<file path="src/common/reg_access_cfg.svh">
// Register access stage configuration
// Widths, fixed register numbers and operand kind codes

`ifndef REG_ACCESS_CFG_SVH
`define REG_ACCESS_CFG_SVH

// Datapath widths
`define RA_DATA_W   32
`define RA_NUM_GPR  8
`define RA_SEG_W    16
`define RA_OP_W     3

// x86 register numbering
`define RA_ESP_NUM  4
`define RA_ESI_NUM  6
`define RA_EDI_NUM  7

// Operand kind that takes its register from ModR/M rm
`define RA_OP_MODRM 4

`endif

</file>
<file path="src/common/reg_access_pkg.sv">
// Register access stage types
// Register numbers, sized register words, operand sizes and stack ops

package reg_access_pkg;

    `include "reg_access_cfg.svh"

    typedef logic [2:0] gpr_num_t;

    // Whole register or its lanes for sized merges
    typedef union packed {
        logic [`RA_DATA_W-1:0] dword;
        struct packed {
            logic [15:0] upper;
            logic [7:0]  b1;
            logic [7:0]  b0;
        } lanes;
    } gpr_word_u;

    // Zero is not a legal size
    typedef enum logic [2:0] {
        SIZE_BYTE  = 3'd1,
        SIZE_WORD  = 3'd2,
        SIZE_DWORD = 3'd3
    } op_size_t;

    typedef struct packed {
        logic pop;
        logic push;
    } stack_op_t;

    typedef logic [`RA_NUM_GPR-1:0][`RA_DATA_W-1:0] gpr_array_t;

    // Push and MOVS step of 1, 2 or 4 bytes
    function automatic logic [`RA_DATA_W-1:0] size_step(op_size_t size);
        case (size)
            SIZE_WORD:  return `RA_DATA_W'(2);
            SIZE_DWORD: return `RA_DATA_W'(4);
            default:    return `RA_DATA_W'(1);
        endcase
    endfunction

    // Pops never move by one byte
    function automatic logic [`RA_DATA_W-1:0] pop_step(op_size_t size);
        return (size == SIZE_WORD) ? `RA_DATA_W'(2) : `RA_DATA_W'(4);
    endfunction

endpackage

</file>
<file path="src/common/wb_if.sv">
// Register writeback bus from the writeback stage
// Sized write of one general register tagged when a stack instruction made it

`include "reg_access_cfg.svh"

interface wb_if;
    import reg_access_pkg::*;

    gpr_num_t              reg_number;
    logic                  en;
    op_size_t              size;
    logic [`RA_DATA_W-1:0] data;
    // Set for writebacks produced by push/pop
    logic                  stack;

    modport regfile (
        input reg_number, en, size, data, stack
    );

    // Stack pointer tracker watches for direct ESP writes
    modport monitor (
        input reg_number, en, size, data, stack
    );

endinterface

</file>
<file path="src/hdl/operand_select.sv">
// Operand register selection
// Resolves each operand's register number from ModR/M rm or from decode
// and reads the full register value

`include "reg_access_cfg.svh"

module operand_select (
    input  logic [`RA_OP_W-1:0]       d_op0,
    input  logic [`RA_OP_W-1:0]       d_op1,
    input  reg_access_pkg::gpr_num_t  d_op0_reg,
    input  reg_access_pkg::gpr_num_t  d_op1_reg,
    input  logic [7:0]                d_modrm,
    input  reg_access_pkg::gpr_array_t regs,
    output reg_access_pkg::gpr_num_t  r_op0_reg,
    output reg_access_pkg::gpr_num_t  r_op1_reg,
    output logic [`RA_DATA_W-1:0]     r_op0_value,
    output logic [`RA_DATA_W-1:0]     r_op1_value
);
    import reg_access_pkg::*;

    gpr_num_t op0_num;
    gpr_num_t op1_num;

    // Kind 4 means the register sits in the rm field
    function automatic gpr_num_t pick_reg(
        logic [`RA_OP_W-1:0] kind,
        gpr_num_t            decoded,
        logic [7:0]          modrm
    );
        if (kind == `RA_OP_W'(`RA_OP_MODRM)) begin
            return modrm[2:0];
        end
        return decoded;
    endfunction

    assign op0_num = pick_reg(d_op0, d_op0_reg, d_modrm);
    assign op1_num = pick_reg(d_op1, d_op1_reg, d_modrm);

    assign r_op0_reg = op0_num;
    assign r_op1_reg = op1_num;

    // Consumers slice the whole dword by size
    assign r_op0_value = regs[op0_num];
    assign r_op1_value = regs[op1_num];

endmodule

</file>
<file path="src/hdl/register_access_top.sv">
// Register access stage
// Operand register reads, MOVS index updates and stack address generation
// Combinational from decode to address generation

`include "reg_access_cfg.svh"

module register_access_top (
    input  logic                     clk,
    input  logic                     rst,

    // Decode side
    input  logic                     d_valid,
    output logic                     d_ready,
    input  reg_access_pkg::op_size_t d_size,
    input  logic [`RA_OP_W-1:0]      d_op0,
    input  logic [`RA_OP_W-1:0]      d_op1,
    input  reg_access_pkg::gpr_num_t d_op0_reg,
    input  reg_access_pkg::gpr_num_t d_op1_reg,
    input  logic [7:0]               d_modrm,
    input  reg_access_pkg::stack_op_t d_stack_op,
    input  logic                     d_movs,
    input  logic                     flag_df,
    input  logic [`RA_SEG_W-1:0]     ss,

    // Register writeback
    input  reg_access_pkg::gpr_num_t wb_reg_number,
    input  logic                     wb_reg_en,
    input  reg_access_pkg::op_size_t wb_reg_size,
    input  logic [`RA_DATA_W-1:0]    wb_reg_data,
    input  logic                     wb_stack,

    // Stack commit
    input  logic                     wb_stack_en,
    input  reg_access_pkg::op_size_t wb_stack_size,
    input  reg_access_pkg::stack_op_t wb_stack_op,

    // Address generation side
    output logic                     r_valid,
    input  logic                     r_ready,
    output reg_access_pkg::gpr_num_t r_op0_reg,
    output reg_access_pkg::gpr_num_t r_op1_reg,
    output logic [`RA_DATA_W-1:0]    r_op0_value,
    output logic [`RA_DATA_W-1:0]    r_op1_value,
    output logic [`RA_DATA_W-1:0]    r_stack_address,
    output logic [`RA_DATA_W-1:0]    r_esp
);
    import reg_access_pkg::*;

    logic       accept;
    gpr_array_t regs;

    wb_if u_wb ();

    // No pipeline register in this stage
    assign r_valid = d_valid;
    assign d_ready = r_ready;
    assign accept  = d_valid && r_ready;

    assign u_wb.reg_number = wb_reg_number;
    assign u_wb.en         = wb_reg_en;
    assign u_wb.size       = wb_reg_size;
    assign u_wb.data       = wb_reg_data;
    assign u_wb.stack      = wb_stack;

    // Committed ESP straight out of the register file
    assign r_esp = regs[`RA_ESP_NUM];

    gpr_file u_gpr_file (
        .clk           (clk),
        .rst           (rst),
        .wb            (u_wb.regfile),
        .accept        (accept),
        .d_movs        (d_movs),
        .flag_df       (flag_df),
        .d_size        (d_size),
        .wb_stack_en   (wb_stack_en),
        .wb_stack_size (wb_stack_size),
        .wb_stack_op   (wb_stack_op),
        .regs          (regs)
    );

    operand_select u_operand_select (
        .d_op0       (d_op0),
        .d_op1       (d_op1),
        .d_op0_reg   (d_op0_reg),
        .d_op1_reg   (d_op1_reg),
        .d_modrm     (d_modrm),
        .regs        (regs),
        .r_op0_reg   (r_op0_reg),
        .r_op1_reg   (r_op1_reg),
        .r_op0_value (r_op0_value),
        .r_op1_value (r_op1_value)
    );

    stack_pointer_tracker u_stack_pointer_tracker (
        .clk             (clk),
        .rst             (rst),
        .wb              (u_wb.monitor),
        .accept          (accept),
        .d_stack_op      (d_stack_op),
        .d_size          (d_size),
        .ss              (ss),
        .r_stack_address (r_stack_address)
    );

endmodule

</file>
<file path="src/regfile/gpr_file.sv">
// General purpose register file
// Eight 32-bit registers with sized writeback, MOVS stepping of ESI/EDI
// and the committed ESP update from the stack commit port

`include "reg_access_cfg.svh"

module gpr_file (
    input  logic                      clk,
    input  logic                      rst,
    wb_if.regfile                     wb,
    input  logic                      accept,
    input  logic                      d_movs,
    input  logic                      flag_df,
    input  reg_access_pkg::op_size_t  d_size,
    input  logic                      wb_stack_en,
    input  reg_access_pkg::op_size_t  wb_stack_size,
    input  reg_access_pkg::stack_op_t wb_stack_op,
    output reg_access_pkg::gpr_array_t regs
);
    import reg_access_pkg::*;

    gpr_word_u             gpr_q [`RA_NUM_GPR];
    gpr_word_u             wb_merged;
    logic                  movs_en;
    logic [`RA_DATA_W-1:0] movs_step;
    logic [`RA_DATA_W-1:0] esi_next;
    logic [`RA_DATA_W-1:0] edi_next;
    logic [`RA_DATA_W-1:0] esp_q;
    logic [`RA_DATA_W-1:0] esp_commit;

    // Sized writeback keeps the untouched lanes of the old value
    always_comb begin
        wb_merged = gpr_q[wb.reg_number];
        case (wb.size)
            SIZE_BYTE: begin
                wb_merged.lanes.b0 = wb.data[7:0];
            end
            SIZE_WORD: begin
                wb_merged.lanes.b1 = wb.data[15:8];
                wb_merged.lanes.b0 = wb.data[7:0];
            end
            default: begin
                wb_merged.dword = wb.data;
            end
        endcase
    end

    // Direction flag set makes the string move indexes count down
    assign movs_en   = accept && d_movs;
    assign movs_step = size_step(d_size);
    assign esi_next  = flag_df ? gpr_q[`RA_ESI_NUM].dword - movs_step
                               : gpr_q[`RA_ESI_NUM].dword + movs_step;
    assign edi_next  = flag_df ? gpr_q[`RA_EDI_NUM].dword - movs_step
                               : gpr_q[`RA_EDI_NUM].dword + movs_step;

    // Committed ESP moves only when the stack op retires
    assign esp_q      = gpr_q[`RA_ESP_NUM].dword;
    assign esp_commit = wb_stack_op.pop ? esp_q + pop_step(wb_stack_size)
                                        : esp_q - size_step(wb_stack_size);

    // Stack commit overrides MOVS which overrides writeback
    always_ff @(posedge clk) begin
        if (rst) begin
            for (int i = 0; i < `RA_NUM_GPR; i++) begin
                gpr_q[i] <= '0;
            end
        end else begin
            if (wb.en) begin
                gpr_q[wb.reg_number] <= wb_merged;
            end
            if (movs_en) begin
                gpr_q[`RA_ESI_NUM].dword <= esi_next;
                gpr_q[`RA_EDI_NUM].dword <= edi_next;
            end
            if (wb_stack_en) begin
                gpr_q[`RA_ESP_NUM].dword <= esp_commit;
            end
        end
    end

    always_comb begin
        for (int i = 0; i < `RA_NUM_GPR; i++) begin
            regs[i] = gpr_q[i].dword;
        end
    end

    // Decode must never hand over a sizeless string move
    a_movs_size_legal: assert property (
        @(posedge clk) disable iff (rst)
        movs_en |-> (d_size inside {SIZE_BYTE, SIZE_WORD, SIZE_DWORD})
    );

    // A retiring stack op is either a push or a pop
    a_stack_commit_onehot: assert property (
        @(posedge clk) disable iff (rst)
        wb_stack_en |-> !(wb_stack_op.pop && wb_stack_op.push)
    );

endmodule

</file>
<file path="src/stack/stack_pointer_tracker.sv">
// Speculative stack pointer
// Local ESP runs ahead of the committed one and produces SS-based addresses
// for pushes and pops as they leave decode

`include "reg_access_cfg.svh"

module stack_pointer_tracker (
    input  logic                      clk,
    input  logic                      rst,
    wb_if.monitor                     wb,
    input  logic                      accept,
    input  reg_access_pkg::stack_op_t d_stack_op,
    input  reg_access_pkg::op_size_t  d_size,
    input  logic [`RA_SEG_W-1:0]      ss,
    output logic [`RA_DATA_W-1:0]     r_stack_address
);
    import reg_access_pkg::*;

    logic [`RA_DATA_W-1:0] local_esp_q;
    logic [`RA_DATA_W-1:0] esp_after_pop;
    logic [`RA_DATA_W-1:0] esp_after_push;
    logic [`RA_DATA_W-1:0] ss_base;
    logic                  esp_reload;
    logic                  take_pop;
    logic                  take_push;

    // Non-stack instruction wrote ESP directly
    assign esp_reload = wb.en && !wb.stack && (wb.reg_number == gpr_num_t'(`RA_ESP_NUM));

    assign take_pop  = accept && d_stack_op.pop;
    assign take_push = accept && d_stack_op.push;

    assign esp_after_pop  = local_esp_q + pop_step(d_size);
    assign esp_after_push = local_esp_q - size_step(d_size);

    always_ff @(posedge clk) begin
        if (rst) begin
            local_esp_q <= '0;
        end else if (esp_reload) begin
            local_esp_q <= wb.data;
        end else if (take_pop) begin
            local_esp_q <= esp_after_pop;
        end else if (take_push) begin
            local_esp_q <= esp_after_push;
        end
    end

    // Segment base is SS shifted up by 16
    assign ss_base = {ss, {(`RA_DATA_W - `RA_SEG_W){1'b0}}};

    // Pop reads at the current top, push writes below it
    assign r_stack_address = ss_base + (d_stack_op.pop ? local_esp_q : esp_after_push);

    a_stack_op_onehot: assert property (
        @(posedge clk) disable iff (rst)
        accept |-> !(d_stack_op.pop && d_stack_op.push)
    );

endmodule
</file>
<file path="config.mk">
export PLATFORM = sky130hd
export DESIGN_NAME = register_access_top
export DESIGN_NICKNAME = d
export VERILOG_FILES = /design/src/common/reg_access_pkg.sv /design/src/common/wb_if.sv /design/src/hdl/operand_select.sv /design/src/hdl/register_access_top.sv /design/src/regfile/gpr_file.sv /design/src/stack/stack_pointer_tracker.sv
export VERILOG_INCLUDE_DIRS = /design/src /design/src/common
export SDC_FILE = /design/constraint.sdc
export NUM_CORES = 1
export LEC_CHECK = 0
export BUFFER_PORTS_ARGS = -buffer_cell sky130_fd_sc_hd__buf_2
export CORE_ASPECT_RATIO = 0.7
export CORE_MARGIN = 5
export CORE_UTILIZATION = 30
export CTS_BUF_LIST = sky130_fd_sc_hd__clkbuf_8
export DETAILED_ROUTE_END_ITERATION = 8
export PLACE_DENSITY_LB_ADDON = 0.25
export SYNTH_ARGS = -nofsm -noshare
export SYNTH_HDL_FRONTEND = slang
export SYNTH_HIERARCHICAL = 1
export SYNTH_SLANG_ARGS = --single-unit
export TNS_END_PERCENT = 50
</file>
<file path="constraint.sdc">
create_clock -name clk -period 5.93 [get_ports clk]
set_clock_uncertainty 0.2 [all_clocks]
set_input_delay 0.8895 -clock clk [delete_from_list [all_inputs] [get_ports clk]]
set_output_delay 0.8895 -clock clk [all_outputs]
set_load 0.005 [all_outputs]
</file>
**Word-level counts from Yosys, hierarchy flattened**

Memories as Yosys holds them, arrays and structs flattened.
Index checks and enable logic that the tools add are counted.

- Add/subtract/negate cells: 9
- Multipliers: 0
- Divide/modulo/power cells: 0
- $lt $le $gt $ge: 2
- Equal/unequal tests: 14
- Shift operators: 0
- Muxes and demuxes: 40
- Bitwise gates (word level): 30
- Reduce and logical (&&, ||, !) cells: 12

Operator list:

| operator | count |
|---|---|
| $mux W32 | 13 |
| $bmux W32 S3 | 2 |
| $add A32 B32 Y32 | 5 |
| $sub A32 B3 Y32 | 2 |
| $sub A32 B32 Y32 | 2 |
| $reduce_or A32 Y1 | 1 |
| $mux W3 | 8 |
| $and A1 B1 Y1 | 18 |
| $eq A3 B3 Y1 const B | 6 |
| $mux W16 | 1 |
| $eq A3 B2 Y1 const B | 5 |
| $mux W1 | 13 |
| $pmux W3 S2 | 2 |
| $not A1 Y1 | 9 |
| $lt A3 B4 Y1 const B | 2 |
| $mux W8 | 1 |
| $logic_and A1 B1 Y1 | 6 |
| $reduce_and A2 Y1 | 2 |
| $eq A3 B1 Y1 const B | 1 |
| $or A1 B1 Y1 | 3 |
| $reduce_bool A3 Y1 | 1 |
| $ne A1 B1 Y1 const B | 2 |
| $reduce_or A2 Y1 | 1 |
| $logic_not A1 Y1 | 1 |

- Bits in registers: 32
- Latch bits: 0
- Bits in writable memories: 256
- ROM bits: 0
- Input bits: 93
- Output and inout port bits: 136
- Memories: 1

Memories:

| memory | depth | width | rd ports | clocked after memory_dff | write ports | RTL line | RTL |
|---|---|---|---|---|---|---|---|
| u_gpr_file.gpr_q | 8 | 32 | 8 | 0 | 8 | gpr_file.sv:22 | `` gpr_word_u gpr_q [`RA_NUM_GPR]; `` |

**Longest topological paths before layout**

- Depth after elaboration: 11
- Mapped depth: 17

**Hierarchy**

Netlist, hierarchy kept.

By module, submodules not included:

| module | instances | cells each | area an instance (sq um) | sequential area each (sq um) |
|---|---|---|---|---|
| gpr_file | 1 | 1,402 | 15,099.5 | 7,687.4 |
| operand_select | 1 | 886 | 6,147.1 | 0.0 |
| stack_pointer_tracker | 1 | 614 | 4,236.6 | 640.6 |
| register_access_top | 1 | 3 | 21.3 | 0.0 |

**Worst setup path before layout**

Ideal clock, no wire load.

- Kind: input to output
- Start: in d_size[2]
- End: out r_stack_address[29]
- Arrival time: 4,329 ps
- Required time: 4,841 ps
- Setup slack: 511 ps
- Stages: 15
- Buffers on the path: 0
- Path through: nand2b_1 > or2_2 > ha_1 > and3b_1 > nor3_2 > nand2_1 > nor2_1 > xor2_1 > ha_1 > a211oi_1 > nor2_1 > o311ai_0 > a21oi_1 > o41ai_1 > xnor2_1

- Longest elaborated chain between the ends: 5
- Elaborated cells on any way between the ends: 6
- Those cells by class: 2 x add/sub; 2 x eq/ne; 2 x mux

Ends and longest elaborated chain:

| item | RTL line | RTL |
|---|---|---|
| start, declared | register_access_top.sv:14 | `input reg_access_pkg::op_size_t d_size,` |
| $eq A3 B2 Y1 | reg_access_pkg.sv:36 | `case (size)` |
| $pmux W3 S2 * | reg_access_pkg.sv:36 |  |
| $sub A32 B3 Y32 * | stack_pointer_tracker.sv:34 | `assign esp_after_push = local_esp_q - size_step(d_size);` |
| $mux W32 * | stack_pointer_tracker.sv:52 | `assign r_stack_address = ss_base + (d_stack_op.pop ? local_esp_q : esp_after_push);` |
| $add A32 B32 Y32 * | stack_pointer_tracker.sv:52 |  |
| end, declared | register_access_top.sv:44 | `` output logic [`RA_DATA_W-1:0] r_stack_address, `` |

Every way passes the cells marked *; elsewhere a longest branch is shown, timed or not.

**Worst setup path in the final report**

- Start: in d_size[2]
- End: out r_stack_address[28]

The elaborated chain is that of the path after synthesis.

==> flow_metrics.py <==
metrics = {
    "outcome": {
        "status": "completed",
    },
    "logic_synthesis": {
        "synthFlopType": "edfxtp_1",
        "synthDistinctLibCells": 95,
        "avgSynthCellArea_sq_um": 8.78,
        "synth.top_cell.area_share": 0.301,
        "syn_area_sq_um": 25500,
        "syn_inst": 2905,
        "yosys_warnings": 6,
        "synth_seq_cells": 288,
        "ys_seq_area_frac": 0.327,
        "synth_edf_count": 256,
        "yosysTopAreaCell": "edfxtp_1",
        "async_flop_share": 0,
        "synth_area_leaders": "edfxtp_1 (30%), o2111ai_1 (8.9%), o211ai_1 (7.8%), ha_1 (5.5%), o21ai_0 (3.0%)",
        "syn-num-nets": 3117,
    },
    "grt": {
        "grt_first_pass_wirelength_um": 165000,
        "grt_max_degree": 129,
        "grt_overflow": 0,
        "first_global_vias": 24300,
        "antenna_found_initial": 17,
        "gr-usage-all-layers": 0.239,
    },
    "routing": {
        "dr_total_vias": 25700,
        "wirelength_um": 114000,
        "dr.pass1.iters": 6,
        "wl_per_cell_um": 27.3,
        "avgViaCountPerCell": 6.17,
        "drc": 0,
        "drt_iter0_drc": 2968,
        "ant_nets": 0,
    },
    "job": {
        "maxCapViolCount": 0,
    },
    "sta": {
        "finalSetupViolations": 0,
        "maxSlewHeadroom": 0.189,
        "worst_slew_pin_slew_ps": 1220,
        "max_freq_ghz": 0.176,
        "layout_min_cycle_time_ps": 5680,
        "whs_ps": 385,
        "tns_ps": 0,
        "rsz0062_at_grt": "false",
        "final_max_slew_viol_count": 0,
        "setup_slack_ps": 246,
        "finalHoldViolCount": 0,
        "period_share": 0.959,
    },
    "critical_path": {
        "endpoint_kind": "output pin",
        "slowest_stage": "fa_1",
        "worstPathMaxFanout": 4,
        "cpMostUsedCell": "buf_4",
        "crit_type": "input port to output pin",
        "crit_path_cell_trace": "buf_2 > nand2b_1 > or2_2 > ha_1 > and3b_1 > nor3_2 > buf_4 > nand2_1 > nor2_2 > xor2_1 > buf_4 > fa_1 > a211oi_2 > nor2_1 > o41ai_2 > buf_4 > o21ai_0 > a211oi_1 > nor3_1 > buf_2",
        "cp-start-kind": "input port",
        "crit_required_ps": 4840,
        "arrival_ps": 4590,
        "slowest_delay_ps": 430,
    },
    "floorplan": {
        "die_w_um": 358,
        "io_pins": 229,
        "die_area_sq_um": 91000,
        "num_rows": 89,
        "start_util": 0.303,
        "die-height_um": 254,
        "fp.coreArea_sq_um": 84300,
    },
    "placement": {
        "dpl.cell_count": 4067,
        "hpwl_um": 76700,
        "placed_cell_area_sq_um": 27600,
        "portBuffers": 222,
        "pre_cts_ws_ps": -1.94,
        "gp_congestion": 0.924,
    },
    "cells_and_area": {
        "nets": 3200,
        "finalNonFillerCells": 4166,
        "drive_gt1_frac": 0.146,
        "area_delta_synth_final_pct": 12.2,
        "final_area_sq_um": 28600,
        "nFillCells": 8847,
        "utilization": 0.339,
    },
    "clocking": {
        "clock-sinks": 288,
        "cts.htree.levels": 2,
        "cts_buffer_depth": 3,
        "hold_buffers": 0,
        "clkTransAtPathRegs_ps": 60,
        "numCtsBuffers": 54,
        "clock-root-buffer": "clkbuf_8",
        "cts_tree": "done",
        "clk_latency_ps": 690,
    },
    "power_and_ir_drop": {
        "p_leak_nw": 10.9,
        "power_mw": 6.82,
        "peakVddDrop_uv": 141,
        "power_density_nw_per_um2": 238,
    },
    "worst_hold_path": {
        "min_path_type": "register to register",
    },
}
==> cell families after synthesis <==
logic type               share of synthesized area
AO/OA/AOI/OAI                                0.299
AND/OR/NAND/NOR                              0.188
buffers and inverters                       0.0741
flip-flops                                   0.327
XOR/XNOR                                    0.0453
adder cells (fa/ha/maj)                     0.0610
multiplexers                               0.00633
==> worst max-delay path, delay by kind of cell <==
kind / cells / cell delay [ps]
AO/OA/AOI/OAI: 4 / 760
XOR/XNOR: 1 / 100
adder cells (fa/ha/maj): 2 / 720
buffers and inverters: 5 / 770
AND/OR/NAND/NOR: 8 / 1340
==> cell usage after synthesis, types with 25 or more instances <==
library cell,n
a211oi_1,25
a21o_1,56
a21oi_1,123
and2_1,91
and3_1,101
and4_1,71
buf_2,62
clkbuf_1,169
dfxtp_1,32
edfxtp_1,256
ha_1,113
inv_1,177
nand2_1,187
nand3_1,53
nand4_1,28
nor2_1,109
nor3_1,63
o2111ai_1,258
o211ai_1,265
o21ai_0,154
or3_1,25
xnor2_1,68
xor2_1,64
==> routing by layer <==
metal / part of all wire / GRT usage / wire, um / up-vias
met5: 0.00024 / 0 / 27 / -
met2: 0.39 / 0.319 / 44200 / 1474
met1: 0.45 / 0.352 / 51400 / 12500
met4: 0.034 / 0.0806 / 3880 / 4
li1: - / - / - / 11500
met3: 0.12 / 0.0848 / 14100 / 187
==> layout make-up <==
class | instances | area (sq um) | share of cell area
multi-input cells | 2171 | 15400 | 0.539
flip-flops and latches | 288 | 8330 | 0.291
repair buffers | 296 | 1780 | 0.0624
well taps | 1137 | 1420 | 0.0497
clock buffers | 59 | 812 | 0.0284
inverters | 177 | 664 | 0.0232
clock inverters | 33 | 169 | 0.00590
diodes | 5 | 12.5 | 0.000437
==> cell usage in the layout, fill, tap and decap left out, types with 67 or more instances in the layout <==
cell type / n
nor2_1: 105
inv_1: 193
nand2_1: 187
xnor2_1: 68
edfxtp_1: 256
o2111ai_1: 258
buf_2: 220
and3_1: 101
o21ai_0: 154
and4_1: 71
buf_4: 67
a21oi_1: 122
o211ai_1: 265
and2_1: 91
ha_1: 113
==> registers in the layout, indices dropped and copies added, names as in the netlist <==
signal                               count
u_gpr_file/gpr_q                       256
u_stack_pointer_tracker/local_esp_q     32
==> power by group <==
group	leakage, nW	internal, mW	switching, mW
combinational	7.47	0.874	1.52
clock	0.581	0.947	0.966
sequential	2.82	2.37	0.147
==> repair_timing <==
item | CTS | global route
pin swaps | 0 | 3
setup buffers | 0 | 2
gates resized for setup | 1 | 8
setup endpoints to repair | 3 | 6
==> final timing paths <==
kind / start / to / slack (ps) / cells after the start
worst max-delay path: d_size[2] / r_stack_address[28] / 250 / 20
worst max register to register: u_gpr_file/gpr_q[7][10]$_DFFE_PP_ / u_gpr_file/gpr_q[7][31]$_DFFE_PP_ / 2060 / 10
worst min register to register: u_stack_pointer_tracker/local_esp_q[4]$_SDFFE_PP0P_ / u_stack_pointer_tracker/local_esp_q[4]$_SDFFE_PP0P_ / 390 / 2
worst min-delay path: u_stack_pointer_tracker/local_esp_q[4]$_SDFFE_PP0P_ / u_stack_pointer_tracker/local_esp_q[4]$_SDFFE_PP0P_ / 390 / 2
No activity file was read; power rests on OpenSTA's default activity.
